## config.mk

```make
export PLATFORM = sky130hd
export DESIGN_NAME = xge_tx_align
export DESIGN_NICKNAME = d
export VERILOG_FILES = /design/src/xge_tx_pkg.sv /design/src/xge_pad_strip.sv /design/src/xge_frame_meter.sv /design/src/xge_tx_out_stage.sv /design/src/xge_tx_align.sv
export VERILOG_INCLUDE_DIRS = /design/src
export SDC_FILE = /design/constraint.sdc
export NUM_CORES = 1
export LEC_CHECK = 0
export BUFFER_PORTS_ARGS = -buffer_cell sky130_fd_sc_hd__buf_2
export CORE_ASPECT_RATIO = 0.7
export CORE_MARGIN = 2
export CORE_UTILIZATION = 45
export CTS_BUF_LIST = sky130_fd_sc_hd__clkbuf_4
export DETAILED_ROUTE_END_ITERATION = 8
export GPL_ROUTABILITY_DRIVEN = 0
export HOLD_SLACK_MARGIN = 0.06
export PLACE_DENSITY = 0.71
export SLEW_MARGIN = 20
export SYNTH_ARGS = -nofsm -noshare
export SYNTH_HDL_FRONTEND = slang
export SYNTH_SLANG_ARGS = --single-unit
```

## constraint.sdc

```tcl
create_clock -name clk -period 3.7 [get_ports clk]
set_input_delay 0.74 -clock clk [delete_from_list [all_inputs] [get_ports clk]]
set_output_delay 0.74 -clock clk [all_outputs]
set_load 0.05 [all_outputs]
```

## src/xge_tx_settings.svh

```systemverilog
`ifndef XGE_TX_SETTINGS_SVH
`define XGE_TX_SETTINGS_SVH

// Stream word width in bits
`define XGE_DATA_W 64

// Width of the payload byte count
`define XGE_LEN_W 16

// Alignment bytes in front of every packet
`define XGE_PAD_BYTES 6

// Start of frame flag inside the user field
`define XGE_SOF_BIT 3

`endif

```

## src/xge_tx_pkg.sv

```systemverilog
`default_nettype none

`include "xge_tx_settings.svh"

package xge_tx_pkg;

   // One stream word with byte 0 in the low bits
   typedef logic [`XGE_DATA_W-1:0] data_t;

   // Occupancy in [2:0] and start of frame in the top bit
   typedef logic [`XGE_SOF_BIT:0] user_t;

   // Valid bytes in a last word where 0 stands for a full word
   typedef logic [2:0] occ_t;

   typedef logic [`XGE_LEN_W-1:0] len_t;

   // Pad strip sequencing
   typedef enum logic [1:0] {
      store_first,
      forward_full,
      release_last
   } strip_state_t;

endpackage

`default_nettype wire

```

## src/xge_pad_strip.sv

```systemverilog
`timescale 1ns/100ps
`default_nettype none

`include "xge_tx_settings.svh"

module xge_pad_strip (
   input  wire logic                clk,
   input  wire logic                rst_n,
   input  wire logic                clear,
   input  wire xge_tx_pkg::data_t   s_tdata,
   input  wire xge_tx_pkg::user_t   s_tuser,
   input  wire logic                s_tlast,
   input  wire logic                s_tvalid,
   output logic                     s_tready,
   output xge_tx_pkg::data_t        mid_tdata,
   output xge_tx_pkg::user_t        mid_tuser,
   output logic                     mid_tlast,
   output logic                     mid_tvalid,
   input  wire logic                mid_tready
);

   // Bytes of a word that survive the shift into the next output word
   localparam int keep_bytes = 8 - `XGE_PAD_BYTES;
   localparam int keep_w = keep_bytes * 8;
   localparam xge_tx_pkg::occ_t occ_shift = 3'(keep_bytes);

   xge_tx_pkg::strip_state_t state;
   logic [keep_w-1:0]        saved;
   xge_tx_pkg::occ_t         last_occ;
   logic                     last_sof;
   xge_tx_pkg::occ_t         s_occ;
   logic                     s_beat;
   logic                     mid_beat;
   logic                     last_line;

   assign s_occ = s_tuser[2:0];
   assign s_beat = s_tvalid && s_tready;
   assign mid_beat = mid_tvalid && mid_tready;

   // Final input word fits without a trailing word
   assign last_line = s_tlast && (s_occ != 3'd7) && (s_occ != 3'd0);

   always_ff @(posedge clk or negedge rst_n) begin
      if (!rst_n) begin
         state <= xge_tx_pkg::store_first;
         last_occ <= '0;
         last_sof <= 1'b0;
      end else if (clear) begin
         state <= xge_tx_pkg::store_first;
         last_occ <= '0;
         last_sof <= 1'b0;
      end else begin
         if (s_beat) begin
            last_occ <= s_occ;
            // Only the word after the padded one opens the frame
            last_sof <= (state == xge_tx_pkg::store_first);
         end
         case (state)
            xge_tx_pkg::store_first: begin
               if (s_beat) begin
                  state <= xge_tx_pkg::forward_full;
               end
            end
            xge_tx_pkg::forward_full: begin
               if (s_beat && s_tlast) begin
                  state <= last_line ? xge_tx_pkg::store_first : xge_tx_pkg::release_last;
               end
            end
            xge_tx_pkg::release_last: begin
               if (mid_beat) begin
                  state <= xge_tx_pkg::store_first;
               end
            end
            default: begin
               state <= xge_tx_pkg::store_first;
            end
         endcase
      end
   end

   // Upper bytes carried into the next output word
   always_ff @(posedge clk) begin
      if (s_beat) begin
         saved <= s_tdata[`XGE_DATA_W-1 -: keep_w];
      end
   end

   always_comb begin
      mid_tuser = '0;
      mid_tuser[`XGE_SOF_BIT] = last_sof;
      mid_tdata = {s_tdata[`XGE_DATA_W-keep_w-1:0], saved};
      case (state)
         xge_tx_pkg::forward_full: begin
            s_tready = mid_tready;
            mid_tvalid = s_tvalid;
            mid_tlast = last_line;
            // Middle words are always full after the shift
            mid_tuser[2:0] = last_line ? s_occ + occ_shift : 3'd0;
         end
         xge_tx_pkg::release_last: begin
            s_tready = 1'b0;
            mid_tvalid = 1'b1;
            mid_tlast = 1'b1;
            mid_tuser[2:0] = last_occ + occ_shift;
            mid_tdata = {{(`XGE_DATA_W-keep_w){1'b0}}, saved};
         end
         default: begin
            // Padded first word is swallowed
            s_tready = 1'b1;
            mid_tvalid = 1'b0;
            mid_tlast = 1'b0;
            mid_tuser[2:0] = 3'd0;
         end
      endcase
   end

endmodule

`default_nettype wire

```

## src/xge_frame_meter.sv

```systemverilog
`timescale 1ns/100ps
`default_nettype none

`include "xge_tx_settings.svh"

module xge_frame_meter (
   input  wire logic               clk,
   input  wire logic               rst_n,
   input  wire logic               clear,
   input  wire xge_tx_pkg::user_t  s_tuser,
   input  wire logic               s_tlast,
   input  wire logic               s_tvalid,
   input  wire logic               s_tready,
   output xge_tx_pkg::len_t        frame_len_q
);

   localparam xge_tx_pkg::len_t word_bytes = xge_tx_pkg::len_t'(`XGE_DATA_W / 8);
   localparam xge_tx_pkg::len_t pad_bytes = xge_tx_pkg::len_t'(`XGE_PAD_BYTES);

   xge_tx_pkg::len_t count;
   xge_tx_pkg::len_t last_bytes;
   logic             beat;

   // Same handshake as the strip block sees
   assign beat = s_tvalid && s_tready;

   // Occupancy of zero means a full last word
   always_comb begin
      if (s_tuser[2:0] == 3'd0) begin
         last_bytes = word_bytes;
      end else begin
         last_bytes = xge_tx_pkg::len_t'(s_tuser[2:0]);
      end
   end

   always_ff @(posedge clk or negedge rst_n) begin
      if (!rst_n) begin
         count <= '0;
         frame_len_q <= '0;
      end else if (clear) begin
         count <= '0;
         frame_len_q <= '0;
      end else if (beat) begin
         if (s_tlast) begin
            // Payload excludes the alignment pad
            frame_len_q <= count + last_bytes - pad_bytes;
            count <= '0;
         end else begin
            count <= count + word_bytes;
         end
      end
   end

endmodule

`default_nettype wire

```

## src/xge_tx_out_stage.sv

```systemverilog
`timescale 1ns/100ps
`default_nettype none

module xge_tx_out_stage (
   input  wire logic               clk,
   input  wire logic               rst_n,
   input  wire logic               clear,
   input  wire xge_tx_pkg::data_t  mid_tdata,
   input  wire xge_tx_pkg::user_t  mid_tuser,
   input  wire logic               mid_tlast,
   input  wire logic               mid_tvalid,
   output logic                    mid_tready,
   input  wire xge_tx_pkg::len_t   frame_len_q,
   output xge_tx_pkg::data_t       m_tdata,
   output xge_tx_pkg::user_t       m_tuser,
   output logic                    m_tlast,
   output logic                    m_tvalid,
   input  wire logic               m_tready,
   output xge_tx_pkg::len_t        frame_len,
   output logic                    frame_len_valid
);

   logic load;
   logic leave;

   // Take a new word when empty or when the held one leaves now
   assign mid_tready = !m_tvalid || m_tready;
   assign load = mid_tvalid && mid_tready;
   assign leave = m_tvalid && m_tready;

   always_ff @(posedge clk or negedge rst_n) begin
      if (!rst_n) begin
         m_tvalid <= 1'b0;
      end else if (clear) begin
         m_tvalid <= 1'b0;
      end else if (load) begin
         m_tvalid <= 1'b1;
      end else if (leave) begin
         m_tvalid <= 1'b0;
      end
   end

   always_ff @(posedge clk) begin
      if (load) begin
         m_tdata <= mid_tdata;
         m_tuser <= mid_tuser;
         m_tlast <= mid_tlast;
      end
   end

   // The meter cannot move on before this last word has left
   assign frame_len_valid = leave && m_tlast;
   assign frame_len = frame_len_valid ? frame_len_q : '0;

endmodule

`default_nettype wire

```

## src/xge_tx_align.sv

```systemverilog
`timescale 1ns/100ps
`default_nettype none

module xge_tx_align (
   input  wire logic               clk,
   input  wire logic               rst_n,
   input  wire logic               clear,
   input  wire xge_tx_pkg::data_t  s_tdata,
   input  wire xge_tx_pkg::user_t  s_tuser,
   input  wire logic               s_tlast,
   input  wire logic               s_tvalid,
   output wire logic               s_tready,
   output wire xge_tx_pkg::data_t  m_tdata,
   output wire xge_tx_pkg::user_t  m_tuser,
   output wire logic               m_tlast,
   output wire logic               m_tvalid,
   input  wire logic               m_tready,
   output wire xge_tx_pkg::len_t   frame_len,
   output wire logic               frame_len_valid
);

   // Realigned stream between strip block and output slice
   xge_tx_pkg::data_t mid_tdata;
   xge_tx_pkg::user_t mid_tuser;
   logic              mid_tlast;
   logic              mid_tvalid;
   logic              mid_tready;
   xge_tx_pkg::len_t  frame_len_q;

   xge_pad_strip u_pad_strip (
      .clk        (clk),
      .rst_n      (rst_n),
      .clear      (clear),
      .s_tdata    (s_tdata),
      .s_tuser    (s_tuser),
      .s_tlast    (s_tlast),
      .s_tvalid   (s_tvalid),
      .s_tready   (s_tready),
      .mid_tdata  (mid_tdata),
      .mid_tuser  (mid_tuser),
      .mid_tlast  (mid_tlast),
      .mid_tvalid (mid_tvalid),
      .mid_tready (mid_tready)
   );

   // Watches the same accepted input beats as the strip block
   xge_frame_meter u_frame_meter (
      .clk         (clk),
      .rst_n       (rst_n),
      .clear       (clear),
      .s_tuser     (s_tuser),
      .s_tlast     (s_tlast),
      .s_tvalid    (s_tvalid),
      .s_tready    (s_tready),
      .frame_len_q (frame_len_q)
   );

   xge_tx_out_stage u_out_stage (
      .clk             (clk),
      .rst_n           (rst_n),
      .clear           (clear),
      .mid_tdata       (mid_tdata),
      .mid_tuser       (mid_tuser),
      .mid_tlast       (mid_tlast),
      .mid_tvalid      (mid_tvalid),
      .mid_tready      (mid_tready),
      .frame_len_q     (frame_len_q),
      .m_tdata         (m_tdata),
      .m_tuser         (m_tuser),
      .m_tlast         (m_tlast),
      .m_tvalid        (m_tvalid),
      .m_tready        (m_tready),
      .frame_len       (frame_len),
      .frame_len_valid (frame_len_valid)
   );

endmodule

`default_nettype wire

```

Word level (Yosys, flattened, before mapping)
Cells that the tools add are included.
{"block": "totals", "ff_bits": 124, "latchBits": 0, "ramBits": 0, "rom_bits": 0, "in_bits": 74, "out_inout_bits": 88, "word_cells": 65, "n_memories": 0}
{"block": "classes", "n_addsub": 5, "mul": 0, "div_mod_pow": 0, "order_cmp": 0, "n_eq_ne": 6, "n_shift": 0, "mux": 26, "bitwise": 0, "n_reduce_logical": 17}
{"operator": "16-bit 2-to-1 mux", "n": 7}
{"operator": "16-bit adder", "n": 1}
{"operator": "16-bit by 4-bit adder with 16-bit output (second input constant)", "n": 1}
{"operator": "16-bit by 3-bit subtractor with 16-bit output (second input constant)", "n": 1}
{"operator": "2-bit 2-to-1 mux", "n": 5}
{"operator": "3-bit 2-to-1 mux", "n": 3}
{"operator": "3-bit by 2-bit != test with 1-bit output (second input constant)", "n": 3}
{"operator": "1-bit logical AND", "n": 7}
{"operator": "3-bit by 2-bit adder with 3-bit output (second input constant)", "n": 2}
{"operator": "1-bit case mux with 2 select lines", "n": 3}
{"operator": "2-bit case mux with 3 select lines", "n": 1}
{"operator": "3-bit case mux with 2 select lines", "n": 1}
{"operator": "3-bit nonzero test", "n": 2}
{"operator": "1-bit 2-to-1 mux", "n": 5}
{"operator": "4-bit 2-to-1 mux", "n": 1}
{"operator": "2-bit nonzero test", "n": 2}
{"operator": "3-bit zero test", "n": 1}
{"operator": "3-bit != test (second input constant)", "n": 1}
{"operator": "3-bit AND reduction", "n": 1}
{"operator": "2-bit by 1-bit == test with 1-bit output (second input constant)", "n": 1}
{"operator": "2-bit == test (second input constant)", "n": 1}
{"operator": "2-bit zero test", "n": 1}
{"operator": "2-bit AND reduction", "n": 1}
{"operator": "1-bit zero test", "n": 1}
{"operator": "1-bit logical OR", "n": 1}

Logic depth before layout (Yosys ltp)
{"block": "depth", "depth_word": 8, "mapped_depth": 9, "mapped_depth_nobuf": 9}

Modules after synthesis
From an unflattened synthesis, not the netlist that was laid out.
{"block": "unflattened", "hier_cells": 417, "area_unflattened_um2": 5505.3}
{"mod": "xge_tx_out_stage", "n_inst": 1, "cells_per_inst": 93, "area_each_um2": 2279.7, "seq_area_each_um2": 2097.0}
{"mod": "xge_frame_meter", "n_inst": 1, "cells_per_inst": 200, "area_each_um2": 1924.3, "seq_area_each_um2": 725.7}
{"mod": "xge_pad_strip", "n_inst": 1, "cells_per_inst": 124, "area_each_um2": 1301.2, "seq_area_each_um2": 630.6}

Least setup slack after synthesis
Ideal clock, no wire load.
{"block": "synth_timing", "path_kind": "register -> register", "from": "register u_pad_strip.state[0]", "to": "register u_out_stage.m_tdata[0] (enable)", "setup_time_ps": 435, "arrival_time_ps": 2559, "required_ps": 3265, "setup_slack_ps": 706, "path_stages_with_launch": 6, "path_buffers": 0, "period_less_slack_ps": 2994, "cell_sequence": "dfrtp_1 inv_1 ha_1 inv_1 nand2_1 and3_1"}
{"block": "synth_between", "elab_chain_len": 3, "elab_cells_between_ends": 4, "classes_between": "2 x eq/ne; 1 x mux; 1 x reduce/logical"}
{"element": "start, declared", "line": "xge_pad_strip.sv:27", "source": "xge_tx_pkg::strip_state_t state;"}
{"element": "start signal, assigned", "line": "xge_pad_strip.sv:45", "source": "state <= xge_tx_pkg::store_first;"}
{"element": "start signal, assigned", "line": "xge_pad_strip.sv:49", "source": "state <= xge_tx_pkg::store_first;"}
{"element": "start signal, assigned", "line": "xge_pad_strip.sv:61", "source": "state <= xge_tx_pkg::forward_full;"}
{"element": "2-bit == test or 2-bit by 1-bit == test with 1-bit output (tied branches)", "line": "xge_pad_strip.sv:92", "source": "case (state)"}
{"element": "1-bit case mux with 2 select lines (*)", "line": "xge_pad_strip.sv:92"}
{"element": "1-bit logical AND (*)", "line": "xge_tx_out_stage.sv:28", "source": "assign load = mid_tvalid && mid_tready;"}
{"element": "via u_out_stage.load", "line": "xge_tx_out_stage.sv:23", "source": "logic load;"}
{"element": "end signal, assigned", "line": "xge_tx_out_stage.sv:45", "source": "m_tdata <= mid_tdata;"}
{"element": "end, declared", "line": "xge_tx_out_stage.sv:14", "source": "output xge_tx_pkg::data_t m_tdata,"}
The timed path passes the listed nets; every way through them passes the cells marked *.
A chain may end at the register's enable or synchronous reset.

Final worst setup path
{"block": "layout_timing", "from": "register u_pad_strip.state[1]", "to": "output s_tready"}
{"block": "layout_between", "elab_chain_len": 2, "elab_cells_between_ends": 3, "classes_between": "2 x eq/ne; 1 x mux"}
{"element": "2-bit == test or 2-bit by 1-bit == test with 1-bit output (tied branches)", "line": "xge_pad_strip.sv:92"}
{"element": "1-bit case mux with 2 select lines (*)", "line": "xge_pad_strip.sv:92"}
{"element": "end, declared", "line": "xge_tx_align.sv:12", "source": "output wire logic s_tready,"}
Mark *: on every way between the ends. The rest lies on a longest branch, timed or not.

==> metrics.md <==
| Metric | Value |
|---|---|
| Crit-path max FO | 7 |
| Antenna violations before repair | 0 |
| Routed Wire Length | about 12 mm |
| Area used by multi-input combinational logic | approximately 2000 um^2 |
| Synthesized instance count | between 400 and 500 |
| Number of gates resized after CTS | 0 |
| Leftover overflow at the end of global routing | 0 |
| Number of clock sinks | 121 |
| Clock transition at the registers of the reported paths | about 0.12 ns |
| Number of buffers inserted during clock tree synthesis | 17 |
| Synthesis Warnings | 0 |
| Violation count after the first detailed-routing iteration | 290 |
| Layout Nets | between 700 and 800 |
| Synthesized area per cell | 12.20 um^2 |
| Vertical extent of the die | between 90 and 100 um |
| Max-slew headroom at the worst pin | 44.61% |
| Post-detail-place hpwl | slightly below 9 mm |
| Met3 layer usage reported by global route | between 4 and 5% |
| Number of distinct library cell variants in the gate-level netlist after synthesis | between 40 and 50 |
| Number of violations of the max-capacitance limit | 0 |
| Largest incremental delay on the critical path | 0.43 ns |
| Die outline area | 13330 um^2 |
| Result of the run | finished, final reports clean |
| Buffer depth of the longest clock path | 2 |
| Crit share post-route | about three quarters |
| Layout cell share with drive strength beyond 1 | around 32% |
| EDFF count, synth | 85 |
| Cell area after technology mapping | about 5600 um^2 |
| Register cell area after layout | roughly 3500 um^2 |
| Standard-cell rows | 34 |
| RSZ-0062 raised after global routing | no |
| Largest net degree at the start of global routing | 70 |
| Kind of start point of the critical path | register |
| Count of antenna diodes in the layout | 0 |
| Quantity of I/O buffers inserted on ports | 160 |
| Via/cell ratio | about 5.1 |
| Global routing met2 resource utilization | between 20% and 30% |
| Top Ports | about 160 |
| Clock tree from TritonCTS | yes |
| Total count of max-transition violations in the final report | 0 |
| Synthesized net count | around 560 |
| Static Leakage | 0.003054 uW |
| Number of cells traversed by the worst register-to-register path | 7 |
| Vias after detailed routing | 4038 |
| Width of the die | between 100 and 150 um |
| Proportion of register bits with asynchronous set or reset after synthesis | 29.75% |
| Vias in the first global route | between 3k and 4k |
| Tmin final | 2.707 ns |
| Clock insertion delay at the later pin of the skew report | about 0.51 ns |
| Fill count | between 1k and 1.5k |
| Final Non-Filler Cells | approximately 800 |
| Clock tree skew after final layout | between 0.015 and 0.02 ns |
| Sum Neg Setup Slack | 0 ns |
| GR Util All Layers | 19.03% |
| Antenna violation net count after detailed routing | 0 |
| Number of synthesized register bits | about 120 |
| Hold-fix buffer count after cts | 0 |
| VDD IR max | between 200 and 300 uV |
| Clock tree root buffer cell | sky130_fd_sc_hd__clkbuf_4 |
| Leading cell types in the layout, fill and taps excluded | sky130_fd_sc_hd__buf_2, sky130_fd_sc_hd__edfxtp_1, sky130_fd_sc_hd__nor2b_1, sky130_fd_sc_hd__dfrtp_1, sky130_fd_sc_hd__nand2_1 |
| DRC errors left | 0 |
| Cells along the critical path | inv_1 -> ha_1 -> nand2b_1 -> and2_1 -> buf_2 |
| F_max | between 300 and 400 MHz |
| Final setup violating endpoints | 0 |
| Total Power | approximately 3400 uW |
| Critical path type | reg -> out |
| Hold crit path type | in -> async |
| Count of H-tree levels built during CTS | 4 |
| Power Density | ~490 nW/um^2 |
| First-pass GRT wire length | 19.55 mm |
| Layout overhead on the synthesized area | 22.56% |
| 1st-pass router iterations | 4 |
| Primary flip-flop cell chosen by synthesis mapping | sky130_fd_sc_hd__edfxtp_1 |
| GRT met1 Usage | between 20% and 30% |
| Total count of hold-check failures in the final report | 0 |
| Worst endpoint required time | approximately 3.0 ns |
| Most frequent standard cell in the layout excluding fill and tap cells | sky130_fd_sc_hd__buf_2 |
| Final worst hold slack | 0.3172 ns |
| Portion of the post-synthesis area used by sequential elements | between 60% and 70% |
| Worst Max-Slew Pin Slew | between 0.8 and 0.9 ns |
| Placed cell count | approximately 770 |
| CP endpoint kind | primary output |
| Initial Util | a little under half |
| Average routed wire per standard cell | between 15 and 20 um |
| FF-to-FF setup slack | between 1 and 1.5 ns |
| Busiest metal layer after global routing | met1 |
| Data arrival time of the critical path | ~2 ns |
| Total core area | between 10000 and 15000 um^2 |
| Slowest library cell on the worst path | sky130_fd_sc_hd__dfrtp_1 |
| Post-CTS setup buffers | 0 |
## through the flow
step           setup WS (ns)  util [%]  area (um^2)
2_1_floorplan         0.7057         -         5585
3_3_place_gp          0.6903     53.64         6571
3_5_place_dp          0.6227     53.64         6571
4_1_cts               0.9592     55.87         6845
5_1_grt               0.8731     55.87         6845
6_report              0.9929     55.87         6845
## cell usage after synthesis (4+ instances only)
master	n	area share, %
sky130_fd_sc_hd__a211oi_1	6	0.81
sky130_fd_sc_hd__a21o_1	4	0.54
sky130_fd_sc_hd__a21oi_1	29	2.6
sky130_fd_sc_hd__and2_1	20	2.2
sky130_fd_sc_hd__and3_1	11	1.2
sky130_fd_sc_hd__clkbuf_1	15	1.0
sky130_fd_sc_hd__dfrtp_1	36	16
sky130_fd_sc_hd__edfxtp_1	85	46
sky130_fd_sc_hd__ha_1	29	6.5
sky130_fd_sc_hd__inv_1	20	1.3
sky130_fd_sc_hd__nand2_1	34	2.3
sky130_fd_sc_hd__nand3_1	11	0.99
sky130_fd_sc_hd__nand4_1	5	0.56
sky130_fd_sc_hd__nor2_1	18	1.2
sky130_fd_sc_hd__nor2b_1	51	5.7
sky130_fd_sc_hd__o21ai_0	14	1.3
sky130_fd_sc_hd__or3_1	6	0.67
sky130_fd_sc_hd__xnor2_1	7	1.1
sky130_fd_sc_hd__xor2_1	7	1.1
## kinds of logic (layout without fill, tap and decap cells)
kind of cell               count (synthesis)  in the layout  synth area share [%]
buffers and inverters                     38            217                 2.621
AOI/OAI and AO/OA                         80             80                 9.185
DFF                                      121            121                 61.83
muxes                                      2              2                0.3584
adders and majority gates                 29             29                 6.496
and+or+nand+nor                          174            174                 17.32
xor gates and xnor gates                  14             14                 2.195
## worst max-delay path, delay by kind of cell, from the launching register on
kind	cells	cell delay, ns
adder cells (fa/ha/maj)	1	0.29
buffers and inverters	2	0.40
flip-flops	1	0.43
AND/OR/NAND/NOR	2	0.35
## registers in the layout (all words and copies together), names as in the netlist
signal,flops
u_out_stage.m_tdata,64
u_frame_meter.frame_len_q,16
u_pad_strip.saved,16
u_frame_meter.count,13
u_out_stage.m_tuser,4
u_pad_strip.last_occ,3
u_pad_strip.state,2
u_out_stage.m_tlast,1
u_out_stage.m_tvalid,1
u_pad_strip.last_sof,1
## per-layer routing
layer | vias to the layer above | routed length [um]
li1 | 1972 | -
met1 | 1923 | 6011
met2 | 122 | 5418
met3 | 21 | 789
met4 | 0 | 187
met5 | - | 0
## final timing paths
| path | start | end |
|---|---|---|
| setup / recovery | u_pad_strip.state[1]$_DFFE_PN0P_ | s_tready |
| hold / removal | rst_n | u_frame_meter.count[15]$_DFFE_PN0P_ |
| setup reg to reg | u_pad_strip.state[1]$_DFFE_PN0P_ | u_pad_strip.state[1]$_DFFE_PN0P_ |
| hold reg to reg | u_pad_strip.saved[1]$_DFFE_PP_ | u_out_stage.m_tdata[1]$_DFFE_PP_ |
| max in group asynchronous | rst_n | u_frame_meter.frame_len_q[5]$_DFFE_PN0P_ |
| min in group clk | s_tdata[61] | u_pad_strip.saved[13]$_DFFE_PP_ |
## cell type report
class	count	share of cell area, %
sequential	121	50.45
multi-input combinational	299	29.06
timing repair buffer	165	12.43
tap	162	2.961
clock inverter	14	2.029
clock buffer	18	1.974
inverter	20	1.097
## power breakdown
group / switching, uW / internal, uW / total [uW]
registers: 43.2 / 1630 / 1670
clock network: 541 / 358 / 900
logic: 579 / 209 / 787
No activity file was read; power rests on OpenSTA's default activity.
